### src/hdl/isa_pkg.sv
`default_nettype none

package isa_pkg;

    localparam int WORD_W = 32;            // Instruction and PC width

    // Recognized opcodes
    localparam logic [5:0] OP_SPECIAL = 6'b000000;  // R-type, funct selects op
    localparam logic [5:0] OP_J       = 6'b000010;  // Unconditional jump
    localparam logic [5:0] OP_LUI     = 6'b001111;  // Load upper immediate

    // Recognized funct codes under OP_SPECIAL
    localparam logic [5:0] FUNCT_ADDU = 6'b100001;
    localparam logic [5:0] FUNCT_SUBU = 6'b100011;

    // Field positions inside the instruction word
    localparam int OP_LSB    = 26;
    localparam int OP_W      = 6;
    localparam int RS_LSB    = 21;
    localparam int RT_LSB    = 16;
    localparam int RD_LSB    = 11;
    localparam int REG_W     = 5;          // Register index width
    localparam int FUNCT_LSB = 0;
    localparam int FUNCT_W   = 6;
    localparam int IMM_LSB   = 0;
    localparam int IMM_W     = 16;
    localparam int JIDX_LSB  = 0;          // Jump word index starts at bit 0

    // ID/EX payload; valid leads so a zeroed struct is a bubble
    typedef struct packed {
        logic               valid;
        logic [WORD_W-1:0]  pc;
        logic [OP_W-1:0]    opcode;
        logic [REG_W-1:0]   rs;
        logic [REG_W-1:0]   rt;
        logic [REG_W-1:0]   rd;
        logic [FUNCT_W-1:0] funct;
        logic [IMM_W-1:0]   imm16;
        logic               is_jump;
    } decoded_t;

endpackage

`default_nettype wire

### src/hdl/front_pkg.sv
`default_nettype none

package front_pkg;

    localparam int IMEM_DEPTH = 16;                 // Instruction words
    localparam int IMEM_AW    = $clog2(IMEM_DEPTH); // Word address width
    localparam int MEM_DW     = isa_pkg::WORD_W;    // Memory word, one instruction

    // Program loader handshake states
    typedef enum logic {
        LD_IDLE = 1'b0,                             // Waiting for req
        LD_ACK  = 1'b1                              // Ack held until req drops
    } load_state_t;

    // IF/ID payload; valid leads so a zeroed struct is a bubble
    typedef struct packed {
        logic              valid;
        logic [MEM_DW-1:0] pc;
        logic [MEM_DW-1:0] instr;
    } if_id_t;

endpackage

`default_nettype wire

### src/hdl/imem_loader.sv
`timescale 1ns/1ps
`default_nettype none

module imem_loader import front_pkg::*; (
    input  logic               clk,
    input  logic               rst,
    input  logic               i_load_req,      // Host request, four-phase
    input  logic [IMEM_AW-1:0] i_load_addr,     // Stable while req high
    input  logic [MEM_DW-1:0]  i_load_data,
    output logic               o_load_ack,
    output logic               o_we,            // One-cycle write strobe
    output logic [IMEM_AW-1:0] o_waddr,
    output logic [MEM_DW-1:0]  o_wdata
);

    load_state_t state;
    logic        start;                         // New transfer seen this cycle

    assign start = (state == LD_IDLE) && i_load_req;

    // Handshake FSM
    always_ff @(posedge clk) begin
        if (rst) begin
            state <= LD_IDLE;
        end else begin
            case (state)
                LD_IDLE: if (i_load_req)  state <= LD_ACK;   // Write and ack
                LD_ACK:  if (!i_load_req) state <= LD_IDLE;  // Host released
                default: state <= LD_IDLE;
            endcase
        end
    end

    // Strobe fires only on entry to LD_ACK, so a held req writes once
    always_ff @(posedge clk) begin
        if (rst) begin
            o_we <= 1'b0;
        end else begin
            o_we <= start;
        end
    end

    // Write payload, captured with the strobe
    always_ff @(posedge clk) begin
        if (start) begin
            o_waddr <= i_load_addr;
            o_wdata <= i_load_data;
        end
    end

    assign o_load_ack = (state == LD_ACK);     // Rises the edge after req

endmodule

`default_nettype wire

### src/hdl/instruction_fetch.sv
`timescale 1ns/1ps
`default_nettype none

module instruction_fetch import front_pkg::*; (
    input  logic               clk,
    input  logic               rst,
    input  logic               i_stall,     // Freezes the PC
    input  logic               i_redirect,  // Jump resolved in decode
    input  logic [IMEM_AW-1:0] i_target,    // Jump word address
    input  logic               i_we,        // Loader write strobe
    input  logic [IMEM_AW-1:0] i_waddr,
    input  logic [MEM_DW-1:0]  i_wdata,
    output logic [MEM_DW-1:0]  o_pc,
    output logic [MEM_DW-1:0]  o_instr
);

    logic [MEM_DW-1:0]  imem [IMEM_DEPTH];  // Instruction storage
    logic [IMEM_AW-1:0] pc;
    logic [IMEM_AW:0]   pc_inc;             // One extra bit to see the wrap
    logic [IMEM_AW-1:0] pc_seq;
    logic [IMEM_AW-1:0] pc_next;

    // Sequential successor, wraps to 0 past the last word
    assign pc_inc = {1'b0, pc} + 1'b1;

    always_comb begin
        if (pc_inc == (IMEM_AW+1)'(IMEM_DEPTH)) begin
            pc_seq = '0;
        end else begin
            pc_seq = pc_inc[IMEM_AW-1:0];
        end
    end

    // Jump wins over the sequential path
    assign pc_next = i_redirect ? i_target : pc_seq;

    always_ff @(posedge clk) begin
        if (rst) begin
            pc <= '0;
        end else if (!i_stall) begin
            pc <= pc_next;                  // Hold while stalled
        end
    end

    // Loader port, writes allowed at any time
    always_ff @(posedge clk) begin
        if (i_we) begin
            imem[i_waddr] <= i_wdata;
        end
    end

    // Asynchronous read at the current PC
    assign o_instr = imem[pc];
    assign o_pc    = MEM_DW'(pc);           // Word index, zero extended

endmodule

`default_nettype wire

### src/hdl/pipe_reg.sv
`timescale 1ns/1ps
`default_nettype none

module pipe_reg import front_pkg::*; #(
    parameter type T = if_id_t              // Payload, valid in the MSB
) (
    input  logic clk,
    input  logic rst,
    input  logic i_stall,                   // Hold current entry
    input  logic i_flush,                   // Replace entry with a bubble
    input  T     i_d,
    output T     o_q
);

    always_ff @(posedge clk) begin
        if (rst) begin
            o_q <= '0;                      // Whole payload, valid included
        end else if (!i_stall) begin
            if (i_flush) begin
                o_q <= '0;                  // Bubble, drops wrong-path entry
            end else begin
                o_q <= i_d;
            end
        end
    end

endmodule

`default_nettype wire

### src/hdl/instr_decode.sv
`timescale 1ns/1ps
`default_nettype none

module instr_decode
    import front_pkg::*;
    import isa_pkg::*;
(
    input  if_id_t             i_if_id,     // Entry from IF/ID register
    output decoded_t           o_dec,       // To ID/EX register
    output logic               o_redirect,  // Valid jump in IF/ID
    output logic [IMEM_AW-1:0] o_target     // Jump destination word
);

    logic [WORD_W-1:0] instr;
    logic              jump;

    assign instr = i_if_id.instr;
    assign jump  = (instr[OP_LSB +: OP_W] == OP_J);

    // Field split, fields passed raw whatever the format
    always_comb begin
        o_dec.valid   = i_if_id.valid;
        o_dec.pc      = i_if_id.pc;
        o_dec.opcode  = instr[OP_LSB +: OP_W];
        o_dec.rs      = instr[RS_LSB +: REG_W];
        o_dec.rt      = instr[RT_LSB +: REG_W];
        o_dec.rd      = instr[RD_LSB +: REG_W];
        o_dec.funct   = instr[FUNCT_LSB +: FUNCT_W];
        o_dec.imm16   = instr[IMM_LSB +: IMM_W];
        o_dec.is_jump = jump;               // Bubble has opcode 0, never a jump
    end

    // Redirect only for a real jump, never for a bubble
    assign o_redirect = i_if_id.valid && jump;

    // Memory is small, upper index bits are ignored
    assign o_target = instr[JIDX_LSB +: IMEM_AW];

endmodule

`default_nettype wire

### src/hdl/mips_front_top.sv
`timescale 1ns/1ps
`default_nettype none

module mips_front_top
    import front_pkg::*;
    import isa_pkg::*;
(
    input  logic               clk,
    input  logic               rst,
    input  logic               i_stall,      // Global freeze
    input  logic               i_load_req,   // Program load port
    input  logic [IMEM_AW-1:0] i_load_addr,
    input  logic [MEM_DW-1:0]  i_load_data,
    output logic               o_load_ack,
    output logic               o_valid,      // ID/EX entry fields
    output logic [WORD_W-1:0]  o_pc,
    output logic [OP_W-1:0]    o_opcode,
    output logic [REG_W-1:0]   o_rs,
    output logic [REG_W-1:0]   o_rt,
    output logic [REG_W-1:0]   o_rd,
    output logic [FUNCT_W-1:0] o_funct,
    output logic [IMM_W-1:0]   o_imm,
    output logic               o_is_jump
);

    logic               we;
    logic [IMEM_AW-1:0] waddr;
    logic [MEM_DW-1:0]  wdata;
    logic [IMEM_AW-1:0] target;
    logic               jump_seen;       // Raw redirect from decode
    logic               redirect;        // Gated, only on a real advance
    if_id_t             if_d;
    if_id_t             if_q;
    decoded_t           dec;
    decoded_t           ex_q;

    imem_loader imem_loader_i (
        .clk         (clk),
        .rst         (rst),
        .i_load_req  (i_load_req),
        .i_load_addr (i_load_addr),
        .i_load_data (i_load_data),
        .o_load_ack  (o_load_ack),
        .o_we        (we),
        .o_waddr     (waddr),
        .o_wdata     (wdata)
    );

    // Stalled jump waits in IF/ID and redirects once the stall lifts
    assign redirect = jump_seen && !i_stall;

    instruction_fetch instruction_fetch_i (
        .clk        (clk),
        .rst        (rst),
        .i_stall    (i_stall),
        .i_redirect (redirect),
        .i_target   (target),
        .i_we       (we),
        .i_waddr    (waddr),
        .i_wdata    (wdata),
        .o_pc       (if_d.pc),
        .o_instr    (if_d.instr)
    );

    assign if_d.valid = 1'b1;            // Fetch always has a word

    pipe_reg #(.T(if_id_t)) if_id_reg (
        .clk     (clk),
        .rst     (rst),
        .i_stall (i_stall),
        .i_flush (redirect),             // Kill the word behind the jump
        .i_d     (if_d),
        .o_q     (if_q)
    );

    instr_decode instr_decode_i (
        .i_if_id    (if_q),
        .o_dec      (dec),
        .o_redirect (jump_seen),
        .o_target   (target)
    );

    pipe_reg #(.T(decoded_t)) id_ex_reg (
        .clk     (clk),
        .rst     (rst),
        .i_stall (i_stall),
        .i_flush (1'b0),                 // Jump itself goes through
        .i_d     (dec),
        .o_q     (ex_q)
    );

    // Unpack ID/EX entry
    assign o_valid   = ex_q.valid;
    assign o_pc      = ex_q.pc;
    assign o_opcode  = ex_q.opcode;
    assign o_rs      = ex_q.rs;
    assign o_rt      = ex_q.rt;
    assign o_rd      = ex_q.rd;
    assign o_funct   = ex_q.funct;
    assign o_imm     = ex_q.imm16;
    assign o_is_jump = ex_q.is_jump;

endmodule

`default_nettype wire

### config.mk
export PLATFORM = sky130hd
export DESIGN_NAME = mips_front_top
export DESIGN_NICKNAME = d
export VERILOG_FILES = /design/src/hdl/isa_pkg.sv /design/src/hdl/front_pkg.sv /design/src/hdl/imem_loader.sv /design/src/hdl/instruction_fetch.sv /design/src/hdl/pipe_reg.sv /design/src/hdl/instr_decode.sv /design/src/hdl/mips_front_top.sv
export SDC_FILE = /design/constraint.sdc
export NUM_CORES = 1
export LEC_CHECK = 0
export BUFFER_PORTS_ARGS = -buffer_cell sky130_fd_sc_hd__buf_2
export CAP_MARGIN = 20
export CORE_MARGIN = 3
export CORE_UTILIZATION = 50
export CTS_CLUSTER_DIAMETER = 50
export DETAILED_ROUTE_END_ITERATION = 10
export GPL_TIMING_DRIVEN = 0
export HOLD_SLACK_MARGIN = 0.03
export PLACE_DENSITY = 0.77
export SYNTH_ARGS = -nofsm -noshare
export SYNTH_HDL_FRONTEND = slang
export SYNTH_SLANG_ARGS = --single-unit
### constraint.sdc
create_clock -name clk -period 4.5 [get_ports clk]
set_input_delay 0.9 -clock clk [delete_from_list [all_inputs] [get_ports clk]]
set_output_delay 0.9 -clock clk [all_outputs]
set_load 0.03 [all_outputs]
# After elaboration in Yosys (flattened, before gate mapping)
# Memory sizes are Yosys's and may differ from the RTL's. A register that Yosys moved wholly into a read port is not among the register bits.
# Index checks and enable logic that the tools add are counted.
# word_totals
register_bits,184
ram_bits,512
word_cells,34
memories,1
# mem_list
memory,words,width,rd,rd_ports_with_merged_regs,wr,line_no,text
instruction_fetch_i.imem,16,32,1,1,1,instruction_fetch.sv:17,logic [MEM_DW-1:0] imem [IMEM_DEPTH];
# op_classes
addsub,1
eq_ne,2
muxes,8
n_bitwise,1
reduce_logical,4
# op_table
op,count
65-bit two-way mux,1
4-bit two-way mux,4
"6-bit by 2-bit == test with 1-bit output, second input constant",1
"4-bit by 1-bit adder with 5-bit output, second input constant",1
"5-bit == test, second input constant",1
1-bit logical AND,3
1-bit two-way mux,3
1-bit zero test,1
1-bit inverter,1

# Longest topological paths before layout
# depth
depth_word,6
ltp_mapped,7
mapped_depth_nobuf,5

# Cells and area by module
# Synthesis repeated with hierarchy kept, for this count alone.
# unflattened
hier_cells,1627
area_unflattened_um2,27691.6
# modules_own_cells
mod,n_inst,cells_each,area_per_inst_um2
instruction_fetch,1,866,19701.4
pipe_reg at id_ex_reg,1,344,3239.4
pipe_reg at if_id_reg,1,289,2945.3
imem_loader,1,41,1146.1
instr_decode,1,84,638.1
mips_front_top,1,3,21.3

# Least setup slack after synthesis
# Ideal clock, no wire load.
# synth_timing
path_kind,register to register
start,register imem_loader_i.o_waddr[2]
end,memory instruction_fetch_i.imem[0][0] (netlist name) (enable)
arrival_time_ps,3120
required_ps,4039
slack_ps,919
stages_incl_launch_ff,3
synth_period_minus_slack_ps,3581
path_cell_list,edfxtp_1 > or3b_2 > nor3_1
# synth_lines
element,line_no,text
start: declaration,imem_loader.sv:12,"output logic [IMEM_AW-1:0] o_waddr,"
start signal: assignment,imem_loader.sv:46,o_waddr <= i_load_addr;
end: declaration,instruction_fetch.sv:17,
# No word-level cell before the write port.

# Worst setup path after layout
# layout_timing
start,register if_id_reg.o_q[29] (netlist name)
end,register if_id_reg.o_q[6] (netlist name)
# layout_between
elab_chain_len,4
# layout_rtl
element,line_no,text
start: declaration,pipe_reg.sv:12,output T o_q
start signal: assignment,pipe_reg.sv:22,o_q <= i_d;
6-bit by 2-bit == test with 1-bit output,instr_decode.sv:18,assign jump = (instr[OP_LSB +: OP_W] == OP_J);
1-bit logical AND,instr_decode.sv:34,assign o_redirect = i_if_id.valid && jump;
1-bit logical AND,mips_front_top.sv:50,assign redirect = jump_seen && !i_stall;
65-bit two-way mux,pipe_reg.sv:19,if (i_flush) begin
# No other way between the ends.
# A chain may end at the register's enable or synchronous reset.

==> impl_metrics.csv <==
group,metric,value,unit
status,run_status,"finished, final reports clean",
timing,final_max_slew_viol_count,0,
setup_path,worstReg2RegStart,"if_id_reg.o_q[29]$_SDFFE_PP0N_",
setup_path,sequence_of_cells_on_the_critical_path,"nor2_1 -> a31oi_1 -> buf_2 -> o31ai_1 -> a22oi_1",
pwr,power.share.switching,0.213,
logic_synthesis,synth_edf_count,548,
detailed_routing,drt-wirelength-per-cell,25.2,um
timing,finalCritPeriodShare,0.508,
logic_synthesis,synth_warnings,0,
detailed_routing,routed_wirelength,55600,um
clock_tree,cts.clk_slew.worst_paths,0.07,ns
pwr,power.density_cell_area,438,mW/mm^2
logic_synthesis,synth_simple_gate_area_frac,0.0292,
clock_tree,htreeDepth,2,
pwr,combPwrFrac,0.049,
pwr,peakVddDrop,0.284,mV
timing,tightest_slew,0.902,ns
clock_tree,numClockSinks,633,
cells_and_area,fin_cells,2206,
grt,grt_start_max_net_pins,22,
logic_synthesis,synth-adder-area-share,0.000519,
detailed_routing,drt_pre_antenna_iters,6,
logic_synthesis,postSynthRegisterBits,633,
clock_tree,tritoncts,"built",
clock_tree,cts_hold_buffers,0,
logic_synthesis,post_synthesis_instance_total,1340,
grt,grt_util_all_layers,0.220,
logic_synthesis,main_combinational_cell_family_by_area_after_synthesis,"multiplexers",
detailed_routing,m1WireLength,21000,um
logic_synthesis,synthFlopType,"sky130_fd_sc_hd__edfxtp_1",
clock_tree,maximum_buffer_depth_of_the_clock_tree,3,
cells_and_area,layout_commonest_cell,"sky130_fd_sc_hd__edfxtp_1",
place,place.gp.congestion,0.813,
timing,finalClockSkew,0.0254,ns
timing,grt_setup_unrepaired,"no",
clock_tree,cts_made_buffers,61,
logic_synthesis,synth.area.mux_share,0.143,
die,die_area,0.0509,mm^2
detailed_routing,routed-wl-met2,27500,um
detailed_routing,post-route-drc-count,0,
die,design.core.area,0.0471,mm^2
logic_synthesis,synth_async_sr_flop_share,0,
cells_and_area,sequential_cell_area,0.0182,mm^2
timing,timing_hold_violations_final,0,
pwr,static_leakage,9.39,nW
grt,grt_antenna_before_repair,1,
cells_and_area,fraction_of_final_layout_cells_sized_beyond_drive_strength_1,0.241,
place,detailedPlace.worstSlack,1.72,ns
setup_path,arrival,2.84,ns
detailed_routing,met3_wirelength,5410,um
timing,setup_viol,0,
logic_synthesis,xor_xnor_portion_of_the_synthesized_cell_area,0,
grt,grt_overflow,0,
cells_and_area,layout_common_cells,"sky130_fd_sc_hd__edfxtp_1, sky130_fd_sc_hd__mux2i_1, sky130_fd_sc_hd__buf_2",
logic_synthesis,syn-mean-instance-area,18.0,um^2
logic_synthesis,synth_top_cell_area_share,0.683,
pwr,p_int,9.64,mW
cells_and_area,area_used_by_multi_input_combinational_logic,0.00540,mm^2
die,core.rowCount,79,
cells_and_area,number_of_antenna_repair_diodes,0,
clock_tree,clock_latency,0.63,ns
detailed_routing,top_layer,"met4",
clock_tree,cts-root-buf,"sky130_fd_sc_hd__clkbuf_16",
logic_synthesis,synth_sequential_area_ratio,0.754,
timing,timing.final.ws_setup,2.21,ns
detailed_routing,vias,13000,
timing,max_freq,437,MHz
logic_synthesis,netlist_area_before_placement,0.0241,mm^2
pwr,switching_power,2.62,mW
job,max_cap_violations,0,
logic_synthesis,synth_top_cell_by_area,"sky130_fd_sc_hd__edfxtp_1",
pwr,power.share.sequential,0.537,
place,place_hpwl,36100,um
detailed_routing,drt-initial-drc-count,1395,
detailed_routing,route.antenna.remaining_nets,0,
clock_tree,post_cts.repair.setup_buffers,0,
clock_tree,post_cts_resized,0,
setup_path,cp_slowest_cell,"sky130_fd_sc_hd__a31oi_1",
place,portBuffers,89,
setup_path,timing.critical_path.required,5.05,ns
timing,timing.max_slew.rel_slack,0.395,
min_path,min-delay-start,"i_load_data[9]",
cells_and_area,area_growth_syn_to_layout,16.2,%
setup_path,cp_max_fo,10,
setup_path,worstSetupStartpoint,"if_id_reg.o_q[29]$_SDFFE_PP0N_",
cells_and_area,number_of_inserted_filler_cells_in_the_final_layout,3340,
logic_synthesis,synth-compound-area-share,0.0423,
cells_and_area,fin_nets,1588,
setup_path,crit_path_max_incr_delay,0.74,ns
logic_synthesis,synth.distinct_cells,38,
min_path,min-delay-path-class,"input port to register",
grt,number_of_global_route_vias_before_repair,13000,
die,die_width,226,um
setup_path,worstSetupEndpointType,"register",
timing,finalCriticalPeriod,2.29,ns
die,dieHeight,226,um
die,top_level_ports,118,
detailed_routing,avgViaCountPerCell,5.90,
die,starting_density_of_the_core,0.512,
pwr,clock_share_of_power,0.414,
setup_path,criticalPathCategory,"register to register",
logic_synthesis,ys_top_cells_by_area,"sky130_fd_sc_hd__edfxtp_1, sky130_fd_sc_hd__mux2i_1, sky130_fd_sc_hd__dfxtp_1",
setup_path,setup.worst_path.start_class,"register",
place,post-place-cells,2091,
grt,grt_pass1_wl,81800,um
[sequential cells by signal (all words and copies together), names as in the netlist, named ones only]
signal and cells:
instruction_fetch_i.imem 512, imem_loader_i.o_load_ack 1, imem_loader_i.o_waddr 4, imem_loader_i.o_wdata 32, instruction_fetch_i.pc 4, if_id_reg.o_q 37
imem_loader_i.o_we 1, id_ex_reg.o_q 38
[cell usage after synthesis (2+ instances only)]
master / count
sky130_fd_sc_hd__buf_2: 24
sky130_fd_sc_hd__o21ai_0: 26
sky130_fd_sc_hd__buf_6: 12
sky130_fd_sc_hd__mux4_2: 65
sky130_fd_sc_hd__nand3_1: 9
sky130_fd_sc_hd__and2_1: 2
sky130_fd_sc_hd__clkbuf_1: 20
sky130_fd_sc_hd__o22ai_1: 32
sky130_fd_sc_hd__edfxtp_1: 548
sky130_fd_sc_hd__a21oi_1: 40
sky130_fd_sc_hd__nor3_1: 4
sky130_fd_sc_hd__nand2b_1: 4
sky130_fd_sc_hd__nor2_1: 91
sky130_fd_sc_hd__mux2i_1: 198
sky130_fd_sc_hd__and3_1: 6
sky130_fd_sc_hd__a22oi_1: 25
sky130_fd_sc_hd__o41ai_1: 6
sky130_fd_sc_hd__dfxtp_1: 85
sky130_fd_sc_hd__inv_1: 5
sky130_fd_sc_hd__o32ai_1: 2
sky130_fd_sc_hd__nand2_1: 39
sky130_fd_sc_hd__o31ai_1: 25
sky130_fd_sc_hd__nand3b_1: 2
sky130_fd_sc_hd__nor2b_1: 4
sky130_fd_sc_hd__buf_4: 53
[layer usage]
layer / track usage / vias to the layer above
met2: 0.370 / 723
met4: 0.0652 / 0
met5: 0 / -
li1: - / 5642
met1: 0.290 / 6527
met3: 0.0486 / 134
[area by class of cell]
type / instances / share of cell area
multi-input combinational: 618 / 0.193
sequential: 633 / 0.649
inverter: 6 / 0.000805
clock inverter: 28 / 0.0110
timing repair buffer: 117 / 0.0319
buffer: 110 / 0.0261
clock buffer: 87 / 0.0612
tap: 607 / 0.0271
[power groups by stage]
| stage | Clock (mW) | Sequential [mW] | Combinational, mW |
|---|---|---|---|
| after global placement | 0 | 6.70 | 0.569 |
| after CTS | 5.14 | 6.58 | 0.600 |
| after detailed placement | 0 | 6.70 | 0.598 |
| final | 5.08 | 6.58 | 0.600 |
| after floorplan | 0 | 6.68 | 0.391 |
| after global routing | 5.40 | 6.59 | 0.637 |
[metrics by stage]
| stage | power [mW] | utilization | instance area (um^2) | hold slack, ns | setup TNS, ns |
|---|---|---|---|---|---|
| after floorplan | 7.07 | - | 24200 | 0.440 | 0 |
| after global placement | 7.27 | 0.540 | 25400 | 0.454 | -157.75 |
| after detailed placement | 7.30 | 0.552 | 26000 | 0.462 | 0 |
| after CTS | 12.3 | 0.595 | 28000 | 0.412 | 0 |
| after global routing | 12.6 | 0.595 | 28000 | 0.412 | 0 |
| final | 12.3 | 0.595 | 28000 | 0.443 | 0 |
[final timing paths]
path | cells past startpoint | slack [ns] | to
setup / recovery | 5 | 2.21 | if_id_reg.o_q[6]$_SDFFE_PP0N_
hold / removal | 1 | 0.44 | imem_loader_i.o_wdata[9]$_DFFE_PP_
setup reg to reg | 5 | 2.21 | if_id_reg.o_q[6]$_SDFFE_PP0N_
hold reg to reg | 2 | 0.47 | if_id_reg.o_q[34]$_SDFFE_PP0N_
[critical path, delay by kind of cell (launching register included)]
family / cells / cell delay, ns
and+or+nand+nor: 1 / 0.15
DFF: 1 / 0.50
buffers and inverters: 1 / 0.42
AOI/OAI and AO/OA: 3 / 1.13
[cells by family (layout without fill, tap and decap cells)]
group	Yosys count	after routing
compound gates	161	161
other cells	1	28
fa+ha+maj	1	1
buf+inv	116	348
simple gates	165	165
flops	633	633
mux	263	263
Power figures use the tool's default switching activity.
